--- config.mk ---
export PLATFORM = sky130hd
export DESIGN_NAME = rv_core
export DESIGN_NICKNAME = d
export VERILOG_FILES = /design/src/rv_pkg.sv /design/src/rv_core.sv /design/src/rv_memory.sv /design/src/rv_execute.sv /design/src/rv_decode.sv /design/src/rv_regfile.sv /design/src/rv_fetch.sv
export SDC_FILE = /design/constraint.sdc
export NUM_CORES = 2
export LEC_CHECK = 0
export BUFFER_PORTS_ARGS = -buffer_cell sky130_fd_sc_hd__buf_4
export CORE_AREA = 10 10 470 701
export DETAILED_ROUTE_END_ITERATION = 16
export DIE_AREA = 0 0 480 711
export PLACE_DENSITY = 0.51
export SYNTH_ARGS = -nofsm -noshare
export SYNTH_HDL_FRONTEND = slang
export SYNTH_SLANG_ARGS = --single-unit
--- constraint.sdc ---
create_clock -name clk -period 16.4 [get_ports clk]
set_input_delay 0.82 -clock clk [delete_from_list [all_inputs] [get_ports clk]]
set_output_delay 0.82 -clock clk [all_outputs]
set_load 0.05 [all_outputs]
--- src/rv_pkg.sv ---
// shared widths, opcode constants and operation enums, imported by every core stage
package rv_pkg;

	// ******************************************************************
	// widths that carry a meaning
	// ******************************************************************
	typedef logic [63:0] xlen_t;
	typedef logic [31:0] addr_t;
	typedef logic [31:0] inst_t;
	typedef logic [4:0]  reg_idx_t;

	// alu function, pass_b feeds lui immediate through
	typedef enum logic [2:0] {
		alu_add,
		alu_sub,
		alu_and,
		alu_or,
		alu_xor,
		alu_pass_b
	} alu_op_t;

	typedef enum logic [1:0] {
		mem_none,
		mem_load,
		mem_store
	} mem_op_t;

	// ******************************************************************
	// major opcodes
	// ******************************************************************
	localparam logic [6:0] opc_op_imm = 7'b0010011;
	localparam logic [6:0] opc_op     = 7'b0110011;
	localparam logic [6:0] opc_lui    = 7'b0110111;
	localparam logic [6:0] opc_load   = 7'b0000011;
	localparam logic [6:0] opc_store  = 7'b0100011;
	localparam logic [6:0] opc_system = 7'b1110011;

	// funct3 / funct7 values
	localparam logic [2:0] f3_add    = 3'b000;
	localparam logic [2:0] f3_xor    = 3'b100;
	localparam logic [2:0] f3_or     = 3'b110;
	localparam logic [2:0] f3_and    = 3'b111;
	localparam logic [2:0] f3_double = 3'b011;
	localparam logic [6:0] f7_base   = 7'b0000000;
	localparam logic [6:0] f7_sub    = 7'b0100000;

	// full ebreak encoding
	localparam inst_t inst_ebreak = 32'h0010_0073;

endpackage
--- src/rv_core.sv ---
// core top level, four-stage pipeline with instruction and data wishbone masters
module rv_core #(
	parameter rv_pkg::addr_t reset_pc = '0
) (
	input  logic             clk,
	input  logic             rst,
	output logic             ibus_cyc,
	output logic             ibus_stb,
	output rv_pkg::addr_t    ibus_adr,
	input  rv_pkg::inst_t    ibus_dat_r,
	input  logic             ibus_ack,
	output logic             dbus_cyc,
	output logic             dbus_stb,
	output logic             dbus_we,
	output rv_pkg::addr_t    dbus_adr,
	output rv_pkg::xlen_t    dbus_dat_w,
	output logic [7:0]       dbus_sel,
	input  rv_pkg::xlen_t    dbus_dat_r,
	input  logic             dbus_ack,
	output logic             commit_valid,
	output rv_pkg::reg_idx_t commit_rd,
	output rv_pkg::xlen_t    commit_data,
	output logic             halted
);
	import rv_pkg::*;

	// fetch -> decode
	logic     valid_if_id;
	logic     ready_if_id;
	inst_t    inst_if_id;

	// decode <-> register file
	reg_idx_t rs1;
	reg_idx_t rs2;
	xlen_t    rs1_data;
	xlen_t    rs2_data;
	logic     rs1_busy;
	logic     rs2_busy;
	logic     issue;
	reg_idx_t issue_rd;

	// decode -> execute
	logic     valid_id_ex;
	logic     ready_id_ex;
	alu_op_t  alu_op_id_ex;
	mem_op_t  mem_op_id_ex;
	xlen_t    a_id_ex;
	xlen_t    b_id_ex;
	xlen_t    store_id_ex;
	reg_idx_t rd_id_ex;
	logic     wen_id_ex;

	// execute -> memory
	logic     valid_ex_mem;
	logic     ready_ex_mem;
	xlen_t    result_ex_mem;
	xlen_t    store_ex_mem;
	mem_op_t  mem_op_ex_mem;
	reg_idx_t rd_ex_mem;
	logic     wen_ex_mem;

	// ******************************************************************
	// pipeline stages
	// ******************************************************************
	rv_fetch #(
		.reset_pc(reset_pc)
	) fetch_i (
		.clk(clk), .rst(rst), .halted(halted),
		.ibus_cyc(ibus_cyc), .ibus_stb(ibus_stb), .ibus_adr(ibus_adr),
		.ibus_dat_r(ibus_dat_r), .ibus_ack(ibus_ack),
		.out_valid(valid_if_id), .out_ready(ready_if_id),
		.out_pc(), .out_inst(inst_if_id)
	);

	rv_regfile regfile_i (
		.clk(clk), .rst(rst), .rs1(rs1), .rs2(rs2),
		.rs1_data(rs1_data), .rs2_data(rs2_data),
		.rs1_busy(rs1_busy), .rs2_busy(rs2_busy),
		.issue(issue), .issue_rd(issue_rd),
		.wen(commit_valid), .wr_rd(commit_rd), .wr_data(commit_data)
	);

	rv_decode decode_i (
		.clk(clk), .rst(rst),
		.in_valid(valid_if_id), .in_ready(ready_if_id), .in_inst(inst_if_id),
		.rs1(rs1), .rs2(rs2), .rs1_data(rs1_data), .rs2_data(rs2_data),
		.rs1_busy(rs1_busy), .rs2_busy(rs2_busy),
		.issue(issue), .issue_rd(issue_rd), .halted(halted),
		.out_valid(valid_id_ex), .out_ready(ready_id_ex),
		.out_alu_op(alu_op_id_ex), .out_mem_op(mem_op_id_ex),
		.out_a(a_id_ex), .out_b(b_id_ex), .out_store(store_id_ex),
		.out_rd(rd_id_ex), .out_wen(wen_id_ex)
	);

	rv_execute execute_i (
		.clk(clk), .rst(rst),
		.in_valid(valid_id_ex), .in_ready(ready_id_ex),
		.in_alu_op(alu_op_id_ex), .in_mem_op(mem_op_id_ex),
		.in_a(a_id_ex), .in_b(b_id_ex), .in_store(store_id_ex),
		.in_rd(rd_id_ex), .in_wen(wen_id_ex),
		.out_valid(valid_ex_mem), .out_ready(ready_ex_mem),
		.out_result(result_ex_mem), .out_store(store_ex_mem),
		.out_mem_op(mem_op_ex_mem), .out_rd(rd_ex_mem), .out_wen(wen_ex_mem)
	);

	// writeback registers double as the commit port
	rv_memory memory_i (
		.clk(clk), .rst(rst),
		.in_valid(valid_ex_mem), .in_ready(ready_ex_mem),
		.in_result(result_ex_mem), .in_store(store_ex_mem),
		.in_mem_op(mem_op_ex_mem), .in_rd(rd_ex_mem), .in_wen(wen_ex_mem),
		.dbus_cyc(dbus_cyc), .dbus_stb(dbus_stb), .dbus_we(dbus_we),
		.dbus_adr(dbus_adr), .dbus_dat_w(dbus_dat_w), .dbus_sel(dbus_sel),
		.dbus_dat_r(dbus_dat_r), .dbus_ack(dbus_ack),
		.wen(commit_valid), .wr_rd(commit_rd), .wr_data(commit_data)
	);

endmodule

--- src/rv_memory.sv ---
// memory and writeback stage, data-bus master for ld/sd and the register write / commit
module rv_memory (
	input  logic             clk,
	input  logic             rst,
	input  logic             in_valid,
	output logic             in_ready,
	input  rv_pkg::xlen_t    in_result,
	input  rv_pkg::xlen_t    in_store,
	input  rv_pkg::mem_op_t  in_mem_op,
	input  rv_pkg::reg_idx_t in_rd,
	input  logic             in_wen,
	output logic             dbus_cyc,
	output logic             dbus_stb,
	output logic             dbus_we,
	output rv_pkg::addr_t    dbus_adr,
	output rv_pkg::xlen_t    dbus_dat_w,
	output logic [7:0]       dbus_sel,
	input  rv_pkg::xlen_t    dbus_dat_r,
	input  logic             dbus_ack,
	output logic             wen,
	output rv_pkg::reg_idx_t wr_rd,
	output rv_pkg::xlen_t    wr_data
);
	import rv_pkg::*;

	typedef enum logic {
		ms_idle,
		ms_bus
	} mem_state_t;

	mem_state_t state;
	logic       pend_wen;
	logic       fire;

	// one access at a time, next one accepted the cycle after ack
	assign in_ready = (state == ms_idle);
	assign fire     = in_valid && in_ready;

	assign dbus_cyc = (state == ms_bus);
	assign dbus_stb = (state == ms_bus);
	// doubleword only
	assign dbus_sel = 8'hff;

	// ******************************************************************
	// control, wen is a one-cycle pulse that doubles as commit_valid
	// ******************************************************************
	always_ff @(posedge clk) begin
		if (rst) begin
			state <= ms_idle;
			wen   <= 1'b0;
		end else begin
			wen <= 1'b0;
			case (state)
			ms_idle: begin
				if (fire) begin
					if (in_mem_op == mem_none)
						wen <= in_wen;
					else
						state <= ms_bus;
				end
			end
			ms_bus: begin
				// stores carry pend_wen low
				if (dbus_ack) begin
					state <= ms_idle;
					wen   <= pend_wen;
				end
			end
			default: state <= ms_idle;
			endcase
		end
	end

	// bus request and writeback payload
	always_ff @(posedge clk) begin
		if (fire) begin
			dbus_adr   <= in_result[31:0];
			dbus_dat_w <= in_store;
			dbus_we    <= (in_mem_op == mem_store);
			pend_wen   <= in_wen && (in_mem_op == mem_load);
			wr_rd      <= in_rd;
			wr_data    <= in_result;
		end else if (state == ms_bus && dbus_ack) begin
			// load data lands here, committed the next cycle
			wr_data <= dbus_dat_r;
		end
	end

endmodule

--- src/rv_execute.sv ---
// execute stage, alu result or effective address into the pipeline register
module rv_execute (
	input  logic             clk,
	input  logic             rst,
	input  logic             in_valid,
	output logic             in_ready,
	input  rv_pkg::alu_op_t  in_alu_op,
	input  rv_pkg::mem_op_t  in_mem_op,
	input  rv_pkg::xlen_t    in_a,
	input  rv_pkg::xlen_t    in_b,
	input  rv_pkg::xlen_t    in_store,
	input  rv_pkg::reg_idx_t in_rd,
	input  logic             in_wen,
	output logic             out_valid,
	input  logic             out_ready,
	output rv_pkg::xlen_t    out_result,
	output rv_pkg::xlen_t    out_store,
	output rv_pkg::mem_op_t  out_mem_op,
	output rv_pkg::reg_idx_t out_rd,
	output logic             out_wen
);
	import rv_pkg::*;

	xlen_t alu_out;
	logic  fire;

	// ld/sd use alu_add for the address
	always_comb begin
		case (in_alu_op)
		alu_add:    alu_out = in_a + in_b;
		alu_sub:    alu_out = in_a - in_b;
		alu_and:    alu_out = in_a & in_b;
		alu_or:     alu_out = in_a | in_b;
		alu_xor:    alu_out = in_a ^ in_b;
		alu_pass_b: alu_out = in_b;
		default:    alu_out = '0;
		endcase
	end

	// accept when the register is empty or draining this cycle
	assign in_ready = !out_valid || out_ready;
	assign fire     = in_valid && in_ready;

	always_ff @(posedge clk) begin
		if (rst)
			out_valid <= 1'b0;
		else if (fire)
			out_valid <= 1'b1;
		else if (out_ready)
			out_valid <= 1'b0;
	end

	always_ff @(posedge clk) begin
		if (fire) begin
			out_result <= alu_out;
			out_store  <= in_store;
			out_mem_op <= in_mem_op;
			out_rd     <= in_rd;
			out_wen    <= in_wen;
		end
	end

endmodule

--- src/rv_decode.sv ---
// decode stage, splits fields, reads operands, stalls on busy sources and halts on ebreak
module rv_decode (
	input  logic             clk,
	input  logic             rst,
	input  logic             in_valid,
	output logic             in_ready,
	input  rv_pkg::inst_t    in_inst,
	output rv_pkg::reg_idx_t rs1,
	output rv_pkg::reg_idx_t rs2,
	input  rv_pkg::xlen_t    rs1_data,
	input  rv_pkg::xlen_t    rs2_data,
	input  logic             rs1_busy,
	input  logic             rs2_busy,
	output logic             issue,
	output rv_pkg::reg_idx_t issue_rd,
	output logic             halted,
	output logic             out_valid,
	input  logic             out_ready,
	output rv_pkg::alu_op_t  out_alu_op,
	output rv_pkg::mem_op_t  out_mem_op,
	output rv_pkg::xlen_t    out_a,
	output rv_pkg::xlen_t    out_b,
	output rv_pkg::xlen_t    out_store,
	output rv_pkg::reg_idx_t out_rd,
	output logic             out_wen
);
	import rv_pkg::*;

	logic [6:0] opcode;
	logic [2:0] funct3;
	logic [6:0] funct7;
	reg_idx_t   rd;
	xlen_t      imm_i;
	xlen_t      imm_s;
	xlen_t      imm_u;

	// decoded controls
	alu_op_t dec_alu;
	mem_op_t dec_mem;
	xlen_t   dec_imm;
	logic    use_imm;
	logic    use_rs1;
	logic    use_rs2;
	logic    writes;
	logic    r_type;
	logic    is_ebreak;
	logic    hazard;
	logic    fire;

	assign opcode = in_inst[6:0];
	assign rd     = in_inst[11:7];
	assign funct3 = in_inst[14:12];
	assign funct7 = in_inst[31:25];
	assign rs1    = in_inst[19:15];
	assign rs2    = in_inst[24:20];

	// sign-extended immediates
	assign imm_i = {{52{in_inst[31]}}, in_inst[31:20]};
	assign imm_s = {{52{in_inst[31]}}, in_inst[31:25], in_inst[11:7]};
	assign imm_u = {{32{in_inst[31]}}, in_inst[31:12], 12'b0};

	// ******************************************************************
	// opcode decode, anything unknown becomes a bubble with no write
	// ******************************************************************
	always_comb begin
		dec_alu   = alu_add;
		dec_mem   = mem_none;
		dec_imm   = imm_i;
		use_imm   = 1'b1;
		use_rs1   = 1'b0;
		use_rs2   = 1'b0;
		writes    = 1'b0;
		r_type    = 1'b0;
		is_ebreak = 1'b0;
		case (opcode)
		opc_op_imm: begin
			// addi only
			use_rs1 = (funct3 == f3_add);
			writes  = (funct3 == f3_add);
		end
		opc_op: begin
			if (funct7 == f7_base || (funct7 == f7_sub && funct3 == f3_add)) begin
				case (funct3)
				f3_add: begin
					dec_alu = funct7[5] ? alu_sub : alu_add;
					r_type  = 1'b1;
				end
				f3_xor: begin
					dec_alu = alu_xor;
					r_type  = 1'b1;
				end
				f3_or: begin
					dec_alu = alu_or;
					r_type  = 1'b1;
				end
				f3_and: begin
					dec_alu = alu_and;
					r_type  = 1'b1;
				end
				default: r_type = 1'b0;
				endcase
			end
			use_imm = 1'b0;
			use_rs1 = r_type;
			use_rs2 = r_type;
			writes  = r_type;
		end
		opc_lui: begin
			dec_alu = alu_pass_b;
			dec_imm = imm_u;
			writes  = 1'b1;
		end
		opc_load: begin
			// ld, address = rs1 + imm_i
			if (funct3 == f3_double) begin
				dec_mem = mem_load;
				use_rs1 = 1'b1;
				writes  = 1'b1;
			end
		end
		opc_store: begin
			if (funct3 == f3_double) begin
				dec_mem = mem_store;
				dec_imm = imm_s;
				use_rs1 = 1'b1;
				use_rs2 = 1'b1;
			end
		end
		opc_system: is_ebreak = (in_inst == inst_ebreak);
		default: writes = 1'b0;
		endcase
	end

	// stall only on sources actually read
	assign hazard   = (use_rs1 && rs1_busy) || (use_rs2 && rs2_busy);
	assign in_ready = !halted && !hazard && (!out_valid || out_ready);
	assign fire     = in_valid && in_ready;

	// claim rd in the scoreboard as the instruction leaves decode
	assign issue    = fire && writes && (rd != '0);
	assign issue_rd = rd;

	always_ff @(posedge clk) begin
		if (rst) begin
			out_valid <= 1'b0;
			halted    <= 1'b0;
		end else begin
			if (fire && is_ebreak)
				halted <= 1'b1;
			if (fire && !is_ebreak)
				out_valid <= 1'b1;
			else if (out_ready)
				out_valid <= 1'b0;
		end
	end

	// output payload
	always_ff @(posedge clk) begin
		if (fire && !is_ebreak) begin
			out_alu_op <= dec_alu;
			out_mem_op <= dec_mem;
			out_a      <= rs1_data;
			out_b      <= use_imm ? dec_imm : rs2_data;
			out_store  <= rs2_data;
			out_rd     <= rd;
			out_wen    <= writes && (rd != '0);
		end
	end

endmodule

--- src/rv_regfile.sv ---
// general register file with two combinational read ports and the busy scoreboard
module rv_regfile (
	input  logic             clk,
	input  logic             rst,
	input  rv_pkg::reg_idx_t rs1,
	input  rv_pkg::reg_idx_t rs2,
	output rv_pkg::xlen_t    rs1_data,
	output rv_pkg::xlen_t    rs2_data,
	output logic             rs1_busy,
	output logic             rs2_busy,
	input  logic             issue,
	input  rv_pkg::reg_idx_t issue_rd,
	input  logic             wen,
	input  rv_pkg::reg_idx_t wr_rd,
	input  rv_pkg::xlen_t    wr_data
);
	import rv_pkg::*;

	// x1..x31, x0 is synthesized as zero
	xlen_t regs [1:31];

	// outstanding writes per register, up to four in flight
	logic [2:0]  pending [32];
	logic [31:0] busy;
	logic [31:0] set_vec;
	logic [31:0] clr_vec;

	assign rs1_data = (rs1 == '0) ? '0 : regs[rs1];
	assign rs2_data = (rs2 == '0) ? '0 : regs[rs2];
	assign rs1_busy = busy[rs1];
	assign rs2_busy = busy[rs2];

	always_comb begin
		for (int i = 0; i < 32; i++) begin
			busy[i]    = (pending[i] != 3'd0);
			// x0 never tracked
			set_vec[i] = issue && (issue_rd == reg_idx_t'(i)) && (i != 0);
			clr_vec[i] = wen && (wr_rd == reg_idx_t'(i)) && (i != 0);
		end
	end

	// ******************************************************************
	// scoreboard
	// a count per register keeps an older write from clearing a newer claim
	// ******************************************************************
	always_ff @(posedge clk) begin
		if (rst) begin
			for (int i = 0; i < 32; i++)
				pending[i] <= 3'd0;
		end else begin
			for (int i = 0; i < 32; i++) begin
				// set and clear together leave it busy
				if (set_vec[i] && !clr_vec[i])
					pending[i] <= pending[i] + 3'd1;
				else if (clr_vec[i] && !set_vec[i])
					pending[i] <= pending[i] - 3'd1;
			end
		end
	end

	always_ff @(posedge clk) begin
		if (wen && wr_rd != '0)
			regs[wr_rd] <= wr_data;
	end

endmodule

--- src/rv_fetch.sv ---
// instruction fetch stage, runs one wishbone read per pc and hands the word to decode
module rv_fetch #(
	parameter rv_pkg::addr_t reset_pc = '0
) (
	input  logic           clk,
	input  logic           rst,
	input  logic           halted,
	output logic           ibus_cyc,
	output logic           ibus_stb,
	output rv_pkg::addr_t  ibus_adr,
	input  rv_pkg::inst_t  ibus_dat_r,
	input  logic           ibus_ack,
	output logic           out_valid,
	input  logic           out_ready,
	output rv_pkg::addr_t  out_pc,
	output rv_pkg::inst_t  out_inst
);
	import rv_pkg::*;

	// idle -> bus on start, bus -> hold on ack, hold -> idle once decode takes it
	typedef enum logic [1:0] {
		st_idle,
		st_bus,
		st_hold
	} fetch_state_t;

	fetch_state_t state;

	// bus strobes come straight from the state register
	assign ibus_cyc  = (state == st_bus);
	assign ibus_stb  = (state == st_bus);
	assign ibus_adr  = out_pc;
	assign out_valid = (state == st_hold);

	always_ff @(posedge clk) begin
		if (rst) begin
			state  <= st_idle;
			out_pc <= reset_pc;
		end else begin
			case (state)
			st_idle: begin
				// no new cycle after ebreak
				if (!halted)
					state <= st_bus;
			end
			st_bus: begin
				if (ibus_ack)
					state <= st_hold;
			end
			st_hold: begin
				// pc moves only when decode accepts
				if (out_ready) begin
					state  <= st_idle;
					out_pc <= out_pc + addr_t'(4);
				end
			end
			default: state <= st_idle;
			endcase
		end
	end

	// instruction word latch
	always_ff @(posedge clk) begin
		if (state == st_bus && ibus_ack)
			out_inst <= ibus_dat_r;
	end

endmodule

Word level (Yosys, flattened, before mapping)
Memory sizes are Yosys's and may differ from the RTL's. A register that Yosys moved wholly into a read port is not among the register bits.
Index checks and enable logic that the tools add are counted.

storage, ports and cells
  register bits = 513
  RAM bits = 2080
  memories kept = 2
  input port bits = 100
  logic and storage cells = 831

cells by class
  multiplexer cells = 325
  $add $sub $neg = 65
  $lt $le $gt $ge = 2
  eq/ne operators = 87
  reductions and logical operators = 259
  bitwise gates (word level) = 66

memory list
  name               depth  width  rd ports  clocked after memory_dff  wr ports  RTL line          text
  regfile_i.regs     31     64     2         2                         1         rv_regfile.sv:20  xlen_t regs [1:31];
  regfile_i.pending  32     3      32        0                         32        rv_regfile.sv:23  logic [2:0] pending [32];

operators with widths
  kind                                                    count
  one-hot mux 64 bit (6 select lines)                     1
  two-way mux 64 bit                                      4
  two-way mux 1 bit                                       239
  two-way mux 3 bit                                       63
  equality test 5 bit (second input constant)             32
  logical AND 1 bit                                       141
  nonzero test 3 bit                                      32
  adder 3 x 1 -> 3 bit (second input constant)            31
  subtractor 3 x 1 -> 3 bit (second input constant)       31
  equality test 5 x 4 -> 1 bit (second input constant)    16
  logical NOT 1 bit                                       67
  adder 64 bit                                            1
  AND 64 bit                                              1
  OR 64 bit                                               1
  subtractor 64 bit                                       1
  XOR 64 bit                                              1
  OR 1 bit                                                62
  one-hot mux 31 bit (2 select lines)                     1
  equality test 5 x 3 -> 1 bit (second input constant)    8
  adder 32 x 3 -> 32 bit (second input constant)          1
  equality test 32 x 21 -> 1 bit (second input constant)  1
  equality test 7 x 6 -> 1 bit (second input constant)    4
  equality test 5 x 2 -> 1 bit (second input constant)    4
  equality test 3 bit (second input constant)             5
  other kinds (33)                                        56

Depth between registers and ports, before layout
  depth after elaboration = 21
  mapped depth = 26

Hierarchy
A second synthesis with hierarchy kept.

second synthesis, totals
  cells, all modules = 7100
  area total of the unflattened synthesis = 126846.7 µm²

modules (own cells, without submodules)
  module      cells an instance  seq. area each (µm²)  area each (µm²)  instances
  rv_regfile  4709               62369.8               97402.2          1
  rv_execute  1476               4103.9                13088.8          1
  rv_decode   406                6135.9                7415.9           1
  rv_memory   263                5054.8                6179.7           1
  rv_fetch    246                1601.5                2760.1           1

Worst setup path after synthesis
No wires, ideal clock.

  path kind = reg2reg
  from = reg memory_i.state, in the netlist memory_i.dbus_cyc
  to = reg execute_i.out_mem_op[0] (enable)
  path slack = 5.121 ns
  cell stages (with the launch flop) = 2
  required time = 15.563 ns
  period minus slack after synthesis = 11.279 ns
  arrival time = 10.442 ns
  cell sequence = dfxtp_1 -> a21boi_0

on the way
  longest elaborated chain between the ends = 3

RTL lines
  item                      RTL line          text
  start: declaration        rv_memory.sv:31   mem_state_t state;
  start signal: assignment  rv_memory.sv:49   state <= ms_idle;
  start signal: assignment  rv_memory.sv:59   state <= ms_bus;
  start signal: assignment  rv_memory.sv:65   state <= ms_idle;
  NOT 1 bit                 rv_memory.sv:36   assign in_ready = (state == ms_idle);
  logical OR 1 bit          rv_execute.sv:41  assign in_ready = !out_valid || out_ready;
  logical AND 1 bit         rv_execute.sv:42  assign fire = in_valid && in_ready;
  named net execute_i.fire  rv_execute.sv:25  logic fire;
  end signal: assignment    rv_execute.sv:57  out_mem_op <= in_mem_op;
  end: declaration          rv_execute.sv:18  output rv_pkg::mem_op_t out_mem_op,

The timed path passes the listed nets, and every way through them passes these cells.
A chain may end at the register's enable or synchronous reset.

Worst setup path in the final report
  from = reg decode_i.out_b[5]
  to = reg execute_i.out_result[60], data pin

on the way
  longest elaborated chain between the ends = 2
  elaborated cells on any way between the ends = 3
  classes of those cells = 2 x add/sub; 1 x mux

RTL lines
  item                                                      RTL line                            text
  start: declaration                                        rv_decode.sv:22                     output rv_pkg::xlen_t out_b,
  start signal: assignment                                  rv_decode.sv:163                    out_b <= use_imm ? dec_imm : rs2_data;
  subtractor 64 bit / adder 64 bit (equally long branches)  rv_execute.sv:31, rv_execute.sv:30
  one-hot mux 64 bit (6 select lines) (*)                   rv_execute.sv:29                    case (in_alu_op)
  named net execute_i.alu_out[60]                           rv_execute.sv:24                    xlen_t alu_out;
  end signal: assignment                                    rv_execute.sv:55                    out_result <= alu_out;
  end: declaration                                          rv_execute.sv:16                    output rv_pkg::xlen_t out_result,

The timed path passes the listed nets; every way through them passes the cells marked *.

==> results.yml <==
status:
  run_status: "completed"
hold_path:
  timing.hold.worst_endpoint: "fetch_i.out_inst[28]"
  hold_path.class: "input port to flip-flop"
  hold_depth: 1
  worstHoldStart: "ibus_dat_r[28]"
worst_setup_path:
  cpPeakStageDelay_ps: 780
  length_in_cells_of_the_worst_reg_to_reg_path: 18
  path_class: "flip-flop to flip-flop"
  end_kind: "flip-flop"
  crit_arrival_ps: 6930
  critical_path.reg2reg.startpoint: "decode_i.out_b[5]"
  cp_cell_sequence: "or4_4 -> or3_1 -> or3_1 -> nor2_2 -> nand2_1 -> o41ai_1 -> xnor2_1 -> ha_1 -> o21a_1 -> nor2_1 -> or2_2 -> o211ai_1 -> nand3_1 -> o221ai_1 -> o21ai_0 -> o41ai_1 -> xnor2_1 -> o211ai_1"
  worst_ep_required_time_ps: 17000
  crit_path_top_delay_cell: "o41ai_1"
  startpoint_type: "flip-flop"
  critPathMaxFanout: 7
  worstReg2RegEnd: "execute_i.out_result[60]"
  reg2reg_setup_slack_ps: 10060
logic_synthesis:
  synth.yosys.warnings: 0
  post_synth_most_frequent_cells: "edfxtp_1 (2615), mux4_2 (1144), nor2_1 (535)"
  number_of_register_bits_inferred_by_synthesis: 2657
  netlist_top_cells_area: "edfxtp_1 (62%), mux4_2 (20%), mux2i_1 (2.4%)"
  asr_flop_ratio_synth: 0
  synthFlopType: "edfxtp_1"
  synth.top_cell.area_share: 0.623
  yosysMostFrequentCell: "edfxtp_1"
  synth_sequential_area_ratio: 0.629
  post_synth_inst_count: 7100
  synthesis.area_um2: 126000
  syn_avg_cell_area_um2: 17.8
  synth_enable_flop_cells: 2615
  yosys.area.top_type: "edfxtp_1"
  ys_types: 80
floorplanning:
  fp.dieArea_um2: 341000
  io_pins: 312
  floorplan.initialDensity: 0.399
  die-height_um: 711
  core.rowCount: 253
  core_area_um2: 316000
  floorplan.die.width_um: 480
grt:
  first_global_vias: 74800
  grt_start_max_net_pins: 124
  overflow: 0
  grt_antenna_before_repair: 30
  grt_first_pass_wirelength_um: 586000
  grtUsageTotal: 0.240
place:
  routabilityCongestion: 0.923
  post_placement_worst_setup_slack_ps: 10170
  dpl.hpwl_um: 251000
  port_buffers: 301
power_and_ir_drop:
  static-leakage-power_nw: 46.9
  total_power_mw: 14.9
  power_density_nw_per_um2: 105
  peak_supply_drop_mv: 0.108
cells_and_area:
  layout.core_utilization: 0.451
  area_growth_pct: 13.0
  final_net_count: 7741
  n_fill_cell: 27200
  post_route_cells_drive_above_1_share: 0.284
route:
  number_of_nets_with_antenna_violations_after_detailed_routing: 0
  drt-pass1-iter-count: 6
  drcViolationCount: 0
  postRouteWirelength_um: 420000
  routed_wire_length_per_instance_um: 35.5
  drt_iter0_drcs: 7785
  via_count: 72100
  vias_per_cell: 6.10
clock_tree:
  postCtsHoldBufs: 0
  clock_sink_count: 2657
  cts_setup_buffers: 0
  number_of_levels_the_h_tree_was_split_into: 5
  clockRootBuffer: "clkbuf_16"
  max-clock-path-buffers: 4
  cts_inserted_buffers: 277
  clock_slew_at_reported_path_ffs_ps: 70
  clock_tree_from_tritoncts: "done"
  clock_latency_on_the_worst_skew_pair_ps: 910
  ctsResizeCount: 0
flow_run:
  maxCapViolCount: 0
timing:
  final.hold.worst_slack_ps: 125
  layout_min_cycle_time_ps: 6340
  tightestPinTransition_ps: 1260
  fin_tns_setup_ps: 0
  timing.final.crit_share: 0.386
  max_freq_mhz: 158
  clock-skew-final_ps: 56.7
  grt_setup_unrepaired: "false"
  maxSlewHeadroom: 0.134
  setup_ws_ps: 10060
  setup_viol: 0
  timing_hold_violations_final: 0
  total_count_of_max_transition_violations_in_the_final_report: 0
==> area by class of cell <==
cell class | instances | area (µm²) | share of cell area
inverter | 226 | 896 | 0.00629
sequential | 2657 | 79400 | 0.557
clock buffer | 339 | 7400 | 0.0519
antenna | 6 | 15.0 | 0.000105
multi-input combinational | 3755 | 44300 | 0.311
tap | 4207 | 5260 | 0.0369
timing repair buffer | 497 | 4000 | 0.0281
clock inverter | 133 | 1220 | 0.00857
==> through the flow <==
stage	instance area [µm²]	instances
3_3_place_gp	134000	11300
4_1_cts	142000	11800
6_report	142000	11800
3_5_place_dp	134000	11300
5_1_grt	142000	11800
2_1_floorplan	126000	7108
==> per-layer routing <==
metal,up-vias,track usage,part of all wire
met5,-,0,0.00012
met4,8,0.0681,0.031
met3,607,0.0397,0.070
met2,2778,0.397,0.49
met1,39100,0.328,0.41
li1,29600,-,-
==> how the worst max path moves through the flow <==
stage | cells after the start | endpoint | startpoint | slack [ps]
final | 18 | execute_i.out_result[60] | decode_i.out_b[5] | 10060
after global routing | 16 | execute_i.out_result[63] | decode_i.out_b[5] | 9660
after CTS | 16 | execute_i.out_result[63] | decode_i.out_b[5] | 10130
after detailed placement | 16 | execute_i.out_result[63] | decode_i.out_b[5] | 10170
after global placement | 15 | regfile_i.pending[0][8] | fetch_i.out_inst[15] | 10090
after floorplan | 1 | execute_i.out_mem_op[0] | memory_i.dbus_cyc | 5120
==> cell families (layout without fill, tap and decap cells) <==
| family | after synthesis | after routing | share of synthesized area |
|---|---|---|---|
| buf+inv | 696 | 1195 | 0.0212 |
| compound gates | 767 | 767 | 0.0384 |
| mux | 1516 | 1516 | 0.235 |
| simple gates | 1039 | 1039 | 0.0383 |
| xor+xnor | 196 | 196 | 0.0136 |
| flops | 2657 | 2657 | 0.629 |
| other cells | 2 | 16 | 0.0000596 |
| fa+ha+maj | 227 | 227 | 0.0244 |
==> flip-flops by register name, indices dropped and copies added (netlist names), 3 cells and up, named ones only <==
register	flops
decode_i.out_a	64
decode_i.out_alu_op	3
decode_i.out_b	64
decode_i.out_rd	5
decode_i.out_store	64
execute_i.out_rd	5
execute_i.out_result	64
execute_i.out_store	64
fetch_i.ibus_adr	30
fetch_i.out_inst	32
memory_i.dbus_adr	32
memory_i.dbus_dat_w	64
memory_i.wr_data	64
memory_i.wr_rd	5
regfile_i.pending	93
regfile_i.regs	1984
==> layout by cell type, fill, tap and decap left out, drive strengths merged, types with 62 or more instances in the layout <==
cell type,n
nor3,62
ha,196
mux4,1144
mux2,73
nand2,140
clkinv,90
mux2i,299
buf,497
a21oi,306
clkbuf,339
a21o,74
o21ai,103
edfxtp,2615
nor2,538
inv,237
xnor2,142
==> critical path, delay by kind of cell (launching register included) <==
kind,cells,cell delay (ps)
and+or+nand+nor,8,2550
AOI/OAI and AO/OA,7,2260
DFF,1,500
adders and majority gates,1,420
xor gates and xnor gates,2,300
==> power breakdown <==
part / switching (mW) / internal, mW
combinational: 0.678 / 0.497
sequential: 0.0575 / 7.43
clock: 2.70 / 3.54
total: 3.43 / 11.5
Power figures use the tool's default switching activity.
